$ cat src/rtl/arb_pkg.sv
package arb_pkg;

    // requesters and channel slots
    localparam int ports_n = 10;
    localparam int gnts_n  = 4;

    // slot id width
    localparam int gnts_w  = 2;

    // round-robin pointer width, enough to index ports_n
    localparam int ptr_w   = 4;

    // grant counter and free-slot count widths
    localparam int cnt_w   = 16;
    localparam int free_w  = 3;

    // apb bus widths
    localparam int apb_aw  = 4;
    localparam int apb_dw  = 32;

    // register map
    // mask is read/write, reset to all ones
    localparam logic [apb_aw-1:0] addr_mask = 4'h0;
    // grant vector, read only
    localparam logic [apb_aw-1:0] addr_gnt  = 4'h4;
    // free-slot count, read only
    localparam logic [apb_aw-1:0] addr_free = 4'h8;
    // grant counter, read only; any write clears it
    localparam logic [apb_aw-1:0] addr_cnt  = 4'hC;

endpackage
$ cat src/rtl/arb_top.sv
`timescale 1ns/1ns

module arb_top import arb_pkg::*; (
    input  logic                      clk,
    input  logic                      rst,
    input  logic [ports_n-1:0]        req,
    output logic [ports_n-1:0]        gnt,
    output logic [ports_n*gnts_w-1:0] gnt_id,
    input  logic                      psel,
    input  logic                      penable,
    input  logic                      pwrite,
    input  logic [apb_aw-1:0]         paddr,
    input  logic [apb_dw-1:0]         pwdata,
    output logic [apb_dw-1:0]         prdata,
    output logic                      pready,
    output logic                      pslverr
);

    logic [ports_n-1:0] en_mask;
    logic [free_w-1:0]  free_cnt;
    logic               new_gnt;

    arb_apb_regs u_regs (
        .clk      (clk),
        .rst      (rst),
        .psel     (psel),
        .penable  (penable),
        .pwrite   (pwrite),
        .paddr    (paddr),
        .pwdata   (pwdata),
        .prdata   (prdata),
        .pready   (pready),
        .pslverr  (pslverr),
        .gnt      (gnt),
        .free_cnt (free_cnt),
        .new_gnt  (new_gnt),
        .en_mask  (en_mask)
    );

    arb_mul u_arb (
        .clk      (clk),
        .rst      (rst),
        .req      (req),
        .en_mask  (en_mask),
        .gnt      (gnt),
        .gnt_id   (gnt_id),
        .free_cnt (free_cnt),
        .new_gnt  (new_gnt)
    );

endmodule

$ cat src/rtl/arb_apb_regs.sv
`timescale 1ns/1ns

module arb_apb_regs import arb_pkg::*; (
    input  logic               clk,
    input  logic               rst,
    input  logic               psel,
    input  logic               penable,
    input  logic               pwrite,
    input  logic [apb_aw-1:0]  paddr,
    input  logic [apb_dw-1:0]  pwdata,
    output logic [apb_dw-1:0]  prdata,
    output logic               pready,
    output logic               pslverr,
    input  logic [ports_n-1:0] gnt,
    input  logic [free_w-1:0]  free_cnt,
    input  logic               new_gnt,
    output logic [ports_n-1:0] en_mask
);

    logic             access;
    logic             wr;
    logic             mapped;
    logic             cnt_clr;
    logic [cnt_w-1:0] gnt_cnt;

    // zero wait states
    assign pready = 1'b1;

    assign access = psel & penable;
    assign wr     = access & pwrite;

    always_comb begin
        case (paddr)
            addr_mask, addr_gnt, addr_free, addr_cnt: mapped = 1'b1;
            default:                                  mapped = 1'b0;
        endcase
    end

    assign pslverr = access & ~mapped;
    assign cnt_clr = wr && (paddr == addr_cnt);

    always_ff @(posedge clk) begin
        if (rst) begin
            en_mask <= '1;
        end else if (wr && (paddr == addr_mask)) begin
            en_mask <= pwdata[ports_n-1:0];
        end
    end

    // saturating grant counter
    // a clear in the same cycle as a grant wins
    always_ff @(posedge clk) begin
        if (rst) begin
            gnt_cnt <= '0;
        end else if (cnt_clr) begin
            gnt_cnt <= '0;
        end else if (new_gnt && (gnt_cnt != '1)) begin
            gnt_cnt <= gnt_cnt + 1'b1;
        end
    end

    // read mux, unmapped reads return zero
    always_comb begin
        case (paddr)
            addr_mask: prdata = apb_dw'(en_mask);
            addr_gnt:  prdata = apb_dw'(gnt);
            addr_free: prdata = apb_dw'(free_cnt);
            addr_cnt:  prdata = apb_dw'(gnt_cnt);
            default:   prdata = '0;
        endcase
    end

    // access phase only ever follows a selected setup
    assert property (@(posedge clk) disable iff (rst) penable |-> psel);

endmodule

$ cat src/rtl/arb_mul.sv
`timescale 1ns/1ns

module arb_mul import arb_pkg::*; (
    input  logic                      clk,
    input  logic                      rst,
    input  logic [ports_n-1:0]        req,
    input  logic [ports_n-1:0]        en_mask,
    output logic [ports_n-1:0]        gnt,
    output logic [ports_n*gnts_w-1:0] gnt_id,
    output logic [free_w-1:0]         free_cnt,
    output logic                      new_gnt
);

    logic [gnts_w-1:0]  id_r [ports_n];
    logic [ports_n-1:0] eligible;
    logic [ports_n-1:0] pick;
    logic               pick_valid;
    logic [ports_n-1:0] drop;
    logic [gnts_n-1:0]  release_mask;
    logic [gnts_w-1:0]  alloc_id;
    logic               has_free;
    logic               alloc;
    logic               id_clash;

    // waiting, enabled, not yet holding a slot
    assign eligible = req & en_mask & ~gnt;

    // granted ports whose request went away
    assign drop = gnt & ~req;

    assign alloc   = pick_valid & has_free;
    assign new_gnt = alloc;

    always_comb begin
        release_mask = '0;
        for (int i = 0; i < ports_n; i++) begin
            if (drop[i]) begin
                release_mask[id_r[i]] = 1'b1;
            end
        end
    end

    rr_select u_rr (
        .clk        (clk),
        .rst        (rst),
        .eligible   (eligible),
        .advance    (alloc),
        .pick       (pick),
        .pick_valid (pick_valid)
    );

    slot_pool u_pool (
        .clk          (clk),
        .rst          (rst),
        .alloc        (alloc),
        .alloc_id     (alloc_id),
        .has_free     (has_free),
        .release_mask (release_mask),
        .free_cnt     (free_cnt)
    );

    // grant flags; the slot id is only meaningful while gnt is set
    always_ff @(posedge clk) begin
        if (rst) begin
            gnt <= '0;
        end else begin
            gnt <= (gnt & ~drop) | (alloc ? pick : '0);
        end
    end

    always_ff @(posedge clk) begin
        for (int i = 0; i < ports_n; i++) begin
            if (alloc && pick[i]) begin
                id_r[i] <= alloc_id;
            end
        end
    end

    always_comb begin
        for (int i = 0; i < ports_n; i++) begin
            gnt_id[i*gnts_w +: gnts_w] = id_r[i];
        end
    end

    // pairwise compare of held ids
    always_comb begin
        id_clash = 1'b0;
        for (int i = 0; i < ports_n - 1; i++) begin
            for (int j = i + 1; j < ports_n; j++) begin
                if (gnt[i] && gnt[j] && (id_r[i] == id_r[j])) begin
                    id_clash = 1'b1;
                end
            end
        end
    end

    assert property (@(posedge clk) disable iff (rst) !id_clash);

    assert property (@(posedge clk) disable iff (rst) $countones(gnt) <= gnts_n);

endmodule

$ cat src/rtl/slot_pool.sv
`timescale 1ns/1ns

module slot_pool import arb_pkg::*; (
    input  logic              clk,
    input  logic              rst,
    input  logic              alloc,
    output logic [gnts_w-1:0] alloc_id,
    output logic              has_free,
    input  logic [gnts_n-1:0] release_mask,
    output logic [free_w-1:0] free_cnt
);

    // one bit per slot, set while the slot is free
    logic [gnts_n-1:0] free_map;
    logic [gnts_n-1:0] alloc_bit;

    assign has_free = |free_map;

    // lowest free id wins, scan from the top down
    always_comb begin
        alloc_id = '0;
        for (int i = gnts_n - 1; i >= 0; i--) begin
            if (free_map[i]) begin
                alloc_id = gnts_w'(i);
            end
        end
    end

    always_comb begin
        free_cnt = '0;
        for (int i = 0; i < gnts_n; i++) begin
            free_cnt = free_cnt + free_w'(free_map[i]);
        end
    end

    assign alloc_bit = alloc ? (gnts_n'(1) << alloc_id) : '0;

    // released ids are in use, so they never collide with alloc_id
    always_ff @(posedge clk) begin
        if (rst) begin
            free_map <= '1;
        end else begin
            free_map <= (free_map | release_mask) & ~alloc_bit;
        end
    end

    // a release must name a slot that is currently handed out
    assert property (@(posedge clk) disable iff (rst)
        (release_mask & free_map) == '0);

    // no allocation from an empty pool
    assert property (@(posedge clk) disable iff (rst)
        alloc |-> has_free);

endmodule

$ cat src/rtl/rr_select.sv
`timescale 1ns/1ns

module rr_select import arb_pkg::*; (
    input  logic               clk,
    input  logic               rst,
    input  logic [ports_n-1:0] eligible,
    input  logic               advance,
    output logic [ports_n-1:0] pick,
    output logic               pick_valid
);

    logic [ptr_w-1:0] ptr;
    logic [ptr_w-1:0] pick_idx;

    // port index base+offs, wrapped at ports_n
    function automatic logic [ptr_w-1:0] wrap_idx(input logic [ptr_w-1:0] base, input int offs);
        int sum;
        sum = int'(base) + offs;
        if (sum >= ports_n) begin
            sum = sum - ports_n;
        end
        return sum[ptr_w-1:0];
    endfunction

    // first eligible port at or after ptr
    always_comb begin
        pick       = '0;
        pick_valid = 1'b0;
        pick_idx   = '0;
        for (int k = 0; k < ports_n; k++) begin
            if (!pick_valid && eligible[wrap_idx(ptr, k)]) begin
                pick_valid = 1'b1;
                pick_idx   = wrap_idx(ptr, k);
            end
        end
        if (pick_valid) begin
            pick[pick_idx] = 1'b1;
        end
    end

    // pointer moves one past the granted port, holds otherwise
    always_ff @(posedge clk) begin
        if (rst) begin
            ptr <= '0;
        end else if (advance && pick_valid) begin
            ptr <= wrap_idx(pick_idx, 1);
        end
    end

    // single pick, and only ever an eligible one
    assert property (@(posedge clk) disable iff (rst)
        $onehot0(pick) && ((pick & ~eligible) == '0));

endmodule

$ cat config.mk
export PLATFORM = sky130hd
export DESIGN_NAME = arb_top
export DESIGN_NICKNAME = d
export VERILOG_FILES = /design/src/rtl/arb_pkg.sv /design/src/rtl/arb_top.sv /design/src/rtl/arb_apb_regs.sv /design/src/rtl/arb_mul.sv /design/src/rtl/slot_pool.sv /design/src/rtl/rr_select.sv
export SDC_FILE = /design/constraint.sdc
export NUM_CORES = 1
export LEC_CHECK = 0
export BUFFER_PORTS_ARGS = -buffer_cell sky130_fd_sc_hd__buf_2
export CAP_MARGIN = 20
export CORE_MARGIN = 4
export CORE_UTILIZATION = 55
export CTS_CLUSTER_DIAMETER = 60
export DETAILED_ROUTE_END_ITERATION = 8
export GPL_ROUTABILITY_DRIVEN = 0
export PLACE_DENSITY = 0.84
export SLEW_MARGIN = 30
export SYNTH_ARGS = -nofsm -noshare
export SYNTH_HDL_FRONTEND = slang
export SYNTH_HIERARCHICAL = 1
export SYNTH_SLANG_ARGS = --single-unit
$ cat constraint.sdc
create_clock -name clk -period 12.43 [get_ports clk]
set_input_delay 3.729 -clock clk [delete_from_list [all_inputs] [get_ports clk]]
set_output_delay 3.729 -clock clk [all_outputs]
set_load 0.1 [all_outputs]
# Word-level counts from Yosys, hierarchy flattened
# Memory sizes are Yosys's and may differ from the RTL's.
# Cells that the tools add are included.
# totals
out_inout_bits,64
regBits,44
memories,1
mem_bits_rw,20
elab_cells,299
# memory_table
name,words,width,read_ports,rd_clocked_by_memory_dff,wr,line,rtl
u_arb.id_r,10,2,10,0,1,arb_mul.sv:14,logic [gnts_w-1:0] id_r [ports_n];
# classes
shifts,1
n_reduce_logical,56
n_addsub,25
n_lt_le_gt_ge,43
mux,139
n_bitwise,25
eq_ne,4
# ops
operator,n
$mux 4,41
$pmux 16 s4,1
$mux 1,61
$lt 4x5->1 const B,11
$ge 5x4->1 const B,10
$sub 4x4->4 const B,11
$and 10x10->10,4
$bmux 1 s4,10
$or 4x4->4,10
$logic_and 1x1->1,34
$lt 2x3->1 const B,10
$not 10->10,3
$mux 2,13
$add 4x3->5 const B,4
$demux 1 s2,10
$ge 2x1->1 const B,10
$mux 10,2
$reduce_or 2->1,10
$add 16x1->16 const B,1
$ne 16x16->1 const B,1
$add 4x1->5 const B,2
$add 4x2->5 const B,2
$add 4x4->5 const B,2
$or 10x10->10,1
16 further kinds,29

# Logic depth before layout (Yosys ltp)
# Gate-level depths: netlist (run 1).
# logic_depth
depth_word,50
mapped_depth,32
mapped_depth_nobuf,24

# By module
# Netlist (run 1), hierarchy kept.
# modules_own_cells
module,instances,seq_area_each_um2,cells_each,area_each_um2
rr_select,1,80.1,465,3537.1
arb_apb_regs,1,520.5,209,1694.1
arb_mul,1,800.8,141,1501.4
slot_pool,1,80.1,28,264.0

# Worst setup path after synthesis (run 1)
# OpenSTA, ideal clock, no wires.
# synth_path
kind,input to output
start,input port paddr[2]
end,output port prdata[1]
path_stages,3
arrival_time_ps,5759
required_time_ps,8701
setup_slack_ps,2942
path_cell_list,buf_1 -> mux4_2 -> nor2b_1
# synth_between
elab_chain_cells,2
word_cells_on_any_way,5
# synth_lines
element,line,rtl
from (decl),arb_top.sv:12,"input logic [apb_aw-1:0] paddr,"
$eq 4x4->1 (tied with other cells),arb_apb_regs.sv:64,case (paddr)
$pmux 16 s4 (*),arb_apb_regs.sv:64,
to (decl),arb_top.sv:14,"output logic [apb_dw-1:0] prdata,"
# Every way passes the cells marked *; elsewhere a longest branch is shown, timed or not.

# Final worst setup path (run 1)
# layout_path
start,input port paddr[3]
end,output port prdata[11]
# Same word-level chain as after synthesis.

==> results of run 1 <==
[critical path, delay by kind of cell]
family                 cells  cell delay [ns]
AND/OR/NAND/NOR            2             0.90
buffers and inverters      2             0.66
[worst paths after layout]
check	from	to	cells past startpoint
worst max-delay path	paddr[3]	prdata[11]	4
worst min-delay path	u_regs/en_mask[8]	u_regs/en_mask[8]	2
worst max register to register	u_arb/u_rr/ptr[0]	u_arb/u_rr/ptr[1]	24
worst min register to register	u_regs/en_mask[8]	u_regs/en_mask[8]	2
[synthesized netlist by cell type (all sizes together) (11+ instances only)]
library cell / instances
a211o: 11
dfxtp: 44
and3: 32
nand4: 17
nand3: 12
and2: 14
nand2b: 17
nor3: 15
inv: 35
a21oi: 67
ha: 30
or4: 11
buf: 37
o21ai: 23
nor2b: 13
clkbuf: 18
edfxtp: 20
nand3b: 18
xnor2: 17
mux2: 14
nand2: 65
mux2i: 31
nor2: 80
[layer usage]
layer | up-vias | share of wire (%) | GRT usage, %
li1 | 3268 | - | -
met1 | 3286 | 42 | 36.2
met3 | 45 | 9.1 | 4.54
met4 | 0 | 2.4 | 9.07
met5 | - | 0 | 0
met2 | 387 | 46 | 43.0
[layout make-up]
| class | instances | area (µm²) | area share, % |
|---|---|---|---|
| Clock buffer | 9 | 225 | 2.93 |
| Clock inverter | 7 | 103 | 1.34 |
| Inverter | 35 | 131 | 1.71 |
| Multi-Input combinational cell | 704 | 5120 | 66.7 |
| Sequential cell | 64 | 1480 | 19.3 |
| Tap cell | 168 | 210 | 2.74 |
| Timing Repair Buffer | 79 | 405 | 5.28 |
[through the flow]
step / hold WS, ns / area (µm²)
2_1_floorplan: 0.444 / 7050
3_3_place_gp: 0.468 / 7340
3_5_place_dp: 0.475 / 7340
4_1_cts: 0.484 / 7670
5_1_grt: 0.513 / 7680
6_report: 0.487 / 7680
[placed cells by master (no fill, tap or decap), types with 5 or more instances in the layout]
cell type	netlist	routed
sky130_fd_sc_hd__nor3b_1	8	8
sky130_fd_sc_hd__mux2_2	14	14
sky130_fd_sc_hd__and2_1	13	13
sky130_fd_sc_hd__o211ai_1	7	7
sky130_fd_sc_hd__a211o_1	11	11
sky130_fd_sc_hd__or3_1	8	8
sky130_fd_sc_hd__o21ai_0	21	21
sky130_fd_sc_hd__dfxtp_1	44	43
sky130_fd_sc_hd__nand2b_1	16	16
sky130_fd_sc_hd__a21oi_2	5	5
sky130_fd_sc_hd__nand4_1	16	16
sky130_fd_sc_hd__mux2i_1	30	30
sky130_fd_sc_hd__nor3_1	14	13
sky130_fd_sc_hd__a211oi_1	8	8
sky130_fd_sc_hd__nor2_1	80	80
sky130_fd_sc_hd__o41ai_1	7	7
sky130_fd_sc_hd__o22ai_1	8	8
sky130_fd_sc_hd__o22a_1	5	5
sky130_fd_sc_hd__nand3_1	12	12
sky130_fd_sc_hd__o31ai_1	7	7
sky130_fd_sc_hd__conb_1	2	17
sky130_fd_sc_hd__and3_1	31	31
sky130_fd_sc_hd__inv_1	33	33
sky130_fd_sc_hd__nand2_1	64	64
sky130_fd_sc_hd__nor4_1	7	7
sky130_fd_sc_hd__and3b_1	7	7
sky130_fd_sc_hd__a31oi_1	6	6
sky130_fd_sc_hd__edfxtp_1	20	20
sky130_fd_sc_hd__nand3b_1	18	18
sky130_fd_sc_hd__clkbuf_16	0	9
sky130_fd_sc_hd__or4_1	5	5
sky130_fd_sc_hd__a21oi_1	61	61
sky130_fd_sc_hd__or2_2	5	5
sky130_fd_sc_hd__mux4_2	7	7
sky130_fd_sc_hd__buf_2	7	75
sky130_fd_sc_hd__ha_1	30	30
sky130_fd_sc_hd__xnor2_1	15	15
sky130_fd_sc_hd__nor2b_1	12	12
[cell families after synthesis]
| family | synth area share [%] |
|---|---|
| compound gates | 24.4 |
| xor+xnor | 2.47 |
| fa+ha+maj | 5.94 |
| buf+inv | 6.62 |
| flops | 21.2 |
| mux | 9.50 |
| other cells | 0.107 |
| simple gates | 29.8 |
[state kept, by name, summed over array words and instances (netlist names)]
signal / flops
u_arb/u_pool/free_map: 4
u_regs/gnt_cnt: 16
u_arb/gnt: 10
u_arb/u_rr/ptr: 4
u_arb/id_r: 20
u_regs/en_mask: 10
==> metrics, run 1 <==
number of synthesis warnings=6; worst max-slew margin expressed relative to the limit=37.7%; mean instance size in the synthesized netlist=8.30 µm²; GRT Total Usage=26.7%; clk root buf=sky130_fd_sc_hd__clkbuf_16; clock slew seen by the registers of the worst setup and hold paths=0.06 ns; number of distinct library cells after synthesis=116; number of diodes added for antenna fixing=0; post-DR vias/cell=6.55; start-to-end type of the worst setup path=in -> out; Final min period=9.03 ns; final setup TNS=0 ns; total clock buffers created by CTS=9; final number of max-transition violations=0; sequential cell area fraction in the yosys report=21.2%; clock latency on the worst-skew pair=0.33 ns; Boundary Pins=115; Initial DRT Pass Iterations=5; wire length of the first global-routing pass=31800 µm; drt wl/cell=18.9 µm; share of cells above drive strength 1=19.7%; main area contributors after synthesis=sky130_fd_sc_hd__dfxtp_1 13%, sky130_fd_sc_hd__edfxtp_1 8.6%, sky130_fd_sc_hd__ha_1 5.4%; height of the die=121 µm; leading register cell type out of synthesis=sky130_fd_sc_hd__dfxtp_1; FF-to-FF setup slack=4.60 ns; net total in the final layout=976; setup repair after global routing missed its margin=no; pre-CTS WS=3.17 ns; final worst-path setup slack=3.40 ns; portion of synthesized cell area occupied by the leading cell type=12.6%; status=complete, no violations; Max-Cap Viols=0; highest-delay cell along the critical path=sky130_fd_sc_hd__nor4bb_2; Fin Clk Skew=0.00574 ns; post-cts sizing count=0; proportion of register bits with asynchronous set or reset after synthesis=0%; horizontal extent of the die=121 µm; cell type with the highest occurrence count on the critical path=sky130_fd_sc_hd__buf_2; total number of placement rows=40; initial detailed-routing violation count=870; largest stage delay on the critical path=0.69 ns; CP Max Fanout=13; fin util=62.9%; CTS HTree Levels=3; via count of the first global-routing pass=6193; number of enable-type register cells in the synthesized netlist=20; highest clock frequency the design can meet=111 MHz; total global routing overflow=0; Req. time, crit path=8.70 ns; crit share post-route=72.6%; number of antenna violations at the first check in global routing=0; transition time at the pin with the least slew margin=0.935 ns; Antenna Violating Nets Remaining=0; leading area contributor after synthesis=sky130_fd_sc_hd__dfxtp_1; critical path launch point type=primary input; number of fillers in the final layout=1066; layout overhead on the synthesized area=9.73%; CP endpoint kind=primary output; Synth Instances=843; setup fix buffers added after clock tree synthesis=0; maximum number of pins on one net before global-route repair=42; Port Buffer Count=75; worst-path cell chain=buf_2 > nor4bb_2 > and2_1 > buf_2; data arrival time of the critical path=5.30 ns; post-synthesis instance area=7000 µm²; post-DP HPWL=14700 µm; buffers from clock root to sink, at most=2; clock tree from TritonCTS=yes; Detailed Route WL=20200 µm; die footprint=14600 µm²; Yosys reg bits=64; number of clock sinks=64; type of the most critical hold path=reg -> reg; via count=6986; area of the core=12200 µm²; placed cell count=1050; count of endpoints failing setup in the final report=0; Initial Utilization=57.3%; DRC errors left=0; Final Hold Viols=0; CTS hold repair buffers=0; number of standard cells in the final layout excluding fillers=1066
Power of run 1 is left out: the tool's default activity adds up to more than one toggle a clock period on the data nets, which glitch-free logic cannot reach.
==> inputs of run 2 (changes only) <==
--- a/config.mk
+++ b/config.mk
@@ -8,11 +8,11 @@
 export BUFFER_PORTS_ARGS = -buffer_cell sky130_fd_sc_hd__buf_2
 export CAP_MARGIN = 20
 export CORE_MARGIN = 4
-export CORE_UTILIZATION = 55
+export CORE_UTILIZATION = 53
 export CTS_CLUSTER_DIAMETER = 60
 export DETAILED_ROUTE_END_ITERATION = 8
 export GPL_ROUTABILITY_DRIVEN = 0
-export PLACE_DENSITY = 0.84
+export PLACE_DENSITY = 0.85
 export SLEW_MARGIN = 30
 export SYNTH_ARGS = -nofsm -noshare
 export SYNTH_HDL_FRONTEND = slang
==> constraint.sdc (replaced) <==
create_clock -name clk -period 7.3 [get_ports clk]
set_input_delay 2.19 -clock clk [delete_from_list [all_inputs] [get_ports clk]]
set_output_delay 2.19 -clock clk [all_outputs]
set_load 0.1 [all_outputs]
==> metrics, run 2 (synthesis results as in run 1) <==
status=complete, no violations; crit share post-route=94.7%; clock slew seen by the registers of the worst setup and hold paths=0.06 ns; transition time at the pin with the least slew margin=0.914 ns; area occupied by multi-input gates=5110 µm²; FF-to-FF setup slack=0.76 ns; post-DP HPWL=15200 µm; final hold slack=0.494 ns; area taken by flip-flops and latches=1480 µm²; Initial DRT Pass Iterations=8; setup fix buffers added after clock tree synthesis=0; number of fillers in the final layout=1046; Hold Path Cell Cnt=2; CP Max Fanout=7; largest registers=u_arb/id_r (20), u_regs/gnt_cnt (16); clock tree from TritonCTS=yes; number of diodes added for antenna fixing=0; number of antenna violations at the first check in global routing=0; setup repair after global routing missed its margin=no; post-cts sizing count=0; Port Buffer Count=75; CTS HTree Levels=3; total global routing overflow=0; Final min period=6.92 ns; critical path launch point type=primary input; Max-Cap Viols=0; layout overhead on the synthesized area=12.5%; Setup crit start=req[1]; Fin Clk Skew=0.0128 ns; hold path start=u_regs/en_mask[7]; via count of the first global-routing pass=6347; CTS hold repair buffers=0; worst max-slew margin expressed relative to the limit=38.3%; horizontal extent of the die=123 µm; Initial Utilization=54.8%; via count=7160; max FFs per register=20; buffers from clock root to sink, at most=2; Hold Crit Endpoint=u_regs/en_mask[7]; total number of placement rows=41; drt wl/cell=18.9 µm; Antenna Violating Nets Remaining=0; share of cells above drive strength 1=21.6%; register containing the most flip-flops in the final layout=u_arb/id_r; height of the die=123 µm; initial detailed-routing violation count=888; number of cells on the worst reg-to-reg path=25; clock latency on the worst-skew pair=0.33 ns; CP endpoint kind=flop; area of the core=12800 µm²; clk root buf=sky130_fd_sc_hd__clkbuf_16; post-DR vias/cell=6.55; total clock buffers created by CTS=9; die footprint=15100 µm²; net total in the final layout=999; count of endpoints failing setup in the final report=0; most common cell after layout, fill and taps aside=sky130_fd_sc_hd__nor2_1; DRC errors left=0; wire length of the first global-routing pass=32700 µm; worst reg2reg startpoint=u_arb/u_rr/ptr[1]; type of the most critical hold path=reg -> reg; GRT Total Usage=26.7%; final setup TNS=0 ns; data arrival time of the critical path=7.14 ns; commonest cells after routing, fill and taps aside=80 x sky130_fd_sc_hd__nor2_1, 75 x sky130_fd_sc_hd__buf_2, 64 x sky130_fd_sc_hd__nand2_1, 61 x sky130_fd_sc_hd__a21oi_1, 43 x sky130_fd_sc_hd__dfxtp_1; Boundary Pins=115; highest clock frequency the design can meet=145 MHz; Detailed Route WL=20600 µm; final number of max-transition violations=0; maximum number of pins on one net before global-route repair=40; Final Hold Viols=0; start-to-end type of the worst setup path=in -> reg; number of clock sinks=64; Req. time, crit path=7.53 ns; worst flop-to-flop path endpoint=u_arb/u_rr/ptr[1]
## run 2: final cells by class
cell class	count	area share, %
clock buffers	9	2.86
multi-input cells	704	65.0
repair buffers	102	7.34
clock inverters	7	1.59
inverters	35	1.67
flip-flops and latches	64	18.8
well taps	172	2.73
## run 2: worst max-delay path by stage
stage,end,slack (ns),cells after the start
final,u_arb/u_rr/ptr[2],0.38,22
after global routing,u_arb/u_rr/ptr[1],0.14,20
after CTS,u_arb/u_rr/ptr[1],0.41,21
after detailed placement,u_arb/u_rr/ptr[1],0.1,21
after global placement,u_arb/u_rr/ptr[1],0.23,21
after floorplan,u_arb/u_rr/ptr[1],0.54,21
## run 2: stage by stage
step | util (%) | setup slack, ns | std cells | cell area [µm²]
2_1_floorplan | - | 0.537 | 858 | 7050
3_3_place_gp | 58.8 | 0.232 | 1077 | 7520
3_5_place_dp | 58.8 | 0.0977 | 1077 | 7520
4_1_cts | 61.6 | 0.413 | 1093 | 7870
5_1_grt | 61.6 | 0.137 | 1093 | 7870
6_report | 61.6 | 0.384 | 1093 | 7870
## run 2: per-layer routing
metal / global-route usage (%) / share of wire (%)
met1: 37.0 / 41
met2: 43.7 / 47
met3: 3.61 / 9.4
met4: 7.49 / 2.4
met5: 0 / 0
## run 2: critical path, cell delays in order
cell and delay [ns]:
sky130_fd_sc_hd__buf_2 0.13, sky130_fd_sc_hd__and3b_1 0.25, sky130_fd_sc_hd__mux2i_1 0.24, sky130_fd_sc_hd__nor2_1 0.07, sky130_fd_sc_hd__mux4_2 0.50, sky130_fd_sc_hd__o22ai_4 0.15, sky130_fd_sc_hd__nand2_4 0.06, sky130_fd_sc_hd__buf_4 0.16
sky130_fd_sc_hd__or4b_1 0.51, sky130_fd_sc_hd__o311ai_1 0.55, sky130_fd_sc_hd__nand3_1 0.28, sky130_fd_sc_hd__a221o_1 0.39, sky130_fd_sc_hd__nor2_1 0.17, sky130_fd_sc_hd__nor2_1 0.07, sky130_fd_sc_hd__nor2_1 0.13, sky130_fd_sc_hd__ha_1 0.21
sky130_fd_sc_hd__inv_1 0.07, sky130_fd_sc_hd__nor2_1 0.15, sky130_fd_sc_hd__buf_4 0.14, sky130_fd_sc_hd__o311ai_1 0.09, sky130_fd_sc_hd__a2111o_1 0.44, sky130_fd_sc_hd__and3_1 0.18
Power of run 2 is left out for the same reason.
==> inputs of run 3 (changes only) <==
--- a/config.mk
+++ b/config.mk
@@ -5,14 +5,15 @@
 export SDC_FILE = /design/constraint.sdc
 export NUM_CORES = 1
 export LEC_CHECK = 0
+export ABC_AREA = 0
 export BUFFER_PORTS_ARGS = -buffer_cell sky130_fd_sc_hd__buf_2
 export CAP_MARGIN = 20
 export CORE_MARGIN = 4
-export CORE_UTILIZATION = 53
+export CORE_UTILIZATION = 55
 export CTS_CLUSTER_DIAMETER = 60
 export DETAILED_ROUTE_END_ITERATION = 8
 export GPL_ROUTABILITY_DRIVEN = 0
-export PLACE_DENSITY = 0.85
+export PLACE_DENSITY = 0.84
 export SLEW_MARGIN = 30
 export SYNTH_ARGS = -nofsm -noshare
 export SYNTH_HDL_FRONTEND = slang
==> constraint.sdc (replaced) <==
create_clock -name clk -period 8 [get_ports clk]
set_input_delay 2.4 -clock clk [delete_from_list [all_inputs] [get_ports clk]]
set_output_delay 2.4 -clock clk [all_outputs]
set_load 0.1 [all_outputs]
==> metrics, run 3 (synthesis results as in run 1) <==
count of endpoints failing setup in the final report=0; via count=6959; net total in the final layout=985; clock tree from TritonCTS=yes; most common cell after layout, fill and taps aside=sky130_fd_sc_hd__nor2_1; top metal layer carrying routed signals=met4; crit share post-route=90.1%; Fin Clk Skew=0.00706 ns; drt wl/cell=18.5 µm; worst max-slew margin expressed relative to the limit=42.8%; Setup crit start=req[3]; highest clock frequency the design can meet=139 MHz; number of diodes added for antenna fixing=0; FF-to-FF setup slack=1.33 ns; post-DR vias/cell=6.48; data arrival time of the critical path=7.43 ns; worst reg2reg startpoint=u_arb/u_rr/ptr[1]; number of fillers in the final layout=1018; Req. time, crit path=8.23 ns; Initial DRT Pass Iterations=7; CP Max Fanout=11; maximum number of pins on one net before global-route repair=41; CTS hold repair buffers=0; max FFs per register=20; final setup TNS=0 ns; Final min period=7.20 ns; met2 wire length=9020 µm; layout overhead on the synthesized area=10.6%; via count of the first global-routing pass=6082; Initial Utilization=57.3%; status=complete, no violations; number of clock sinks=64; type of the most critical hold path=reg -> reg; buffers from clock root to sink, at most=2; final number of max-transition violations=0; Boundary Pins=115; wire length of the first global-routing pass=31400 µm; commonest cells after routing, fill and taps aside=80 x sky130_fd_sc_hd__nor2_1, 75 x sky130_fd_sc_hd__buf_2, 64 x sky130_fd_sc_hd__nand2_1, 61 x sky130_fd_sc_hd__a21oi_1, 43 x sky130_fd_sc_hd__dfxtp_1; worst flop-to-flop path endpoint=u_arb/u_rr/ptr[1]; Final Hold Viols=0; critical path launch point type=primary input; height of the die=121 µm; post-DP HPWL=14800 µm; post-cts sizing count=0; clock latency on the worst-skew pair=0.34 ns; endpoint of the worst setup timing path=u_arb/u_rr/ptr[2]; start-to-end type of the worst setup path=in -> reg; largest registers=u_arb/id_r (20), u_regs/gnt_cnt (16); horizontal extent of the die=121 µm; Detailed Route WL=19900 µm; Antenna Violating Nets Remaining=0; transition time at the pin with the least slew margin=0.858 ns; total global routing overflow=0; total number of placement rows=40; register containing the most flip-flops in the final layout=u_arb/id_r; CTS HTree Levels=3; Met3 Wirelength=1700 µm; initial detailed-routing violation count=884; DRC errors left=0; area of the core=12200 µm²; clk root buf=sky130_fd_sc_hd__clkbuf_16; die footprint=14600 µm²; GRT Total Usage=26.3%; Max-Cap Viols=0; number of antenna violations at the first check in global routing=0; Port Buffer Count=75; setup fix buffers added after clock tree synthesis=0; CP endpoint kind=flop; clock slew seen by the registers of the worst setup and hold paths=0.05 ns; share of cells above drive strength 1=20.4%; number of cells on the worst reg-to-reg path=25; DRT met1 WL=8600 µm; total clock buffers created by CTS=9; setup repair after global routing missed its margin=no
## run 3: worst min-delay path by stage
| stage | start | endpoint | cells past startpoint |
|---|---|---|---|
| 2_1_floorplan | u_regs/en_mask[2] | u_regs/en_mask[2] | 2 |
| 3_3_place_gp | u_regs/en_mask[8] | u_regs/en_mask[8] | 2 |
| 3_5_place_dp | u_regs/en_mask[8] | u_regs/en_mask[8] | 2 |
| 4_1_cts | u_regs/en_mask[8] | u_regs/en_mask[8] | 2 |
| 5_1_grt | u_regs/en_mask[0] | u_regs/en_mask[0] | 2 |
| 6_report | u_regs/en_mask[8] | u_regs/en_mask[8] | 2 |
## run 3: worst max-delay path, stage by stage
cell	delay, ns
sky130_fd_sc_hd__buf_2	0.12
sky130_fd_sc_hd__and3b_1	0.28
sky130_fd_sc_hd__mux2i_4	0.28
sky130_fd_sc_hd__nor2_1	0.07
sky130_fd_sc_hd__mux4_2	0.50
sky130_fd_sc_hd__o22ai_4	0.20
sky130_fd_sc_hd__nand2_4	0.11
sky130_fd_sc_hd__or4_4	0.63
sky130_fd_sc_hd__nor4b_4	0.60
sky130_fd_sc_hd__a2111oi_2	0.22
sky130_fd_sc_hd__a221o_1	0.44
sky130_fd_sc_hd__nor2_1	0.23
sky130_fd_sc_hd__nor2_1	0.06
sky130_fd_sc_hd__nor2_1	0.12
sky130_fd_sc_hd__ha_1	0.20
sky130_fd_sc_hd__inv_1	0.07
sky130_fd_sc_hd__nor2_1	0.18
sky130_fd_sc_hd__o311ai_1	0.11
sky130_fd_sc_hd__a2111o_1	0.43
sky130_fd_sc_hd__and3_1	0.17
## run 3: area by class of cell
type / count / area [µm²] / share of cell area, %
Sequential cell: 64 / 1480 / 19.2
Timing Repair Buffer: 88 / 473 / 6.11
Inverter: 35 / 131 / 1.70
Clock inverter: 5 / 81.3 / 1.05
Clock buffer: 10 / 239 / 3.09
Tap cell: 168 / 210 / 2.72
Multi-Input combinational cell: 704 / 5120 / 66.2
## run 3: stage by stage
step	instance area, µm²	utilization, %	hold slack (ns)	instances	setup slack, ns
after global placement	7410	60.6	0.467	1059	0.594
after global routing	7740	63.4	0.511	1074	0.518
final	7740	63.4	0.485	1074	0.796
after detailed placement	7410	60.7	0.475	1059	0.543
after floorplan	7050	-	0.444	858	1.03
after CTS	7730	63.3	0.483	1074	0.892
## run 3: per-layer routing
metal	GRT usage (%)	up-vias
li1	-	3299
met1	36.7	3268
met2	41.2	335
met3	4.63	57
met4	8.57	0
met5	0	-
Power of run 3 is left out for the same reason.
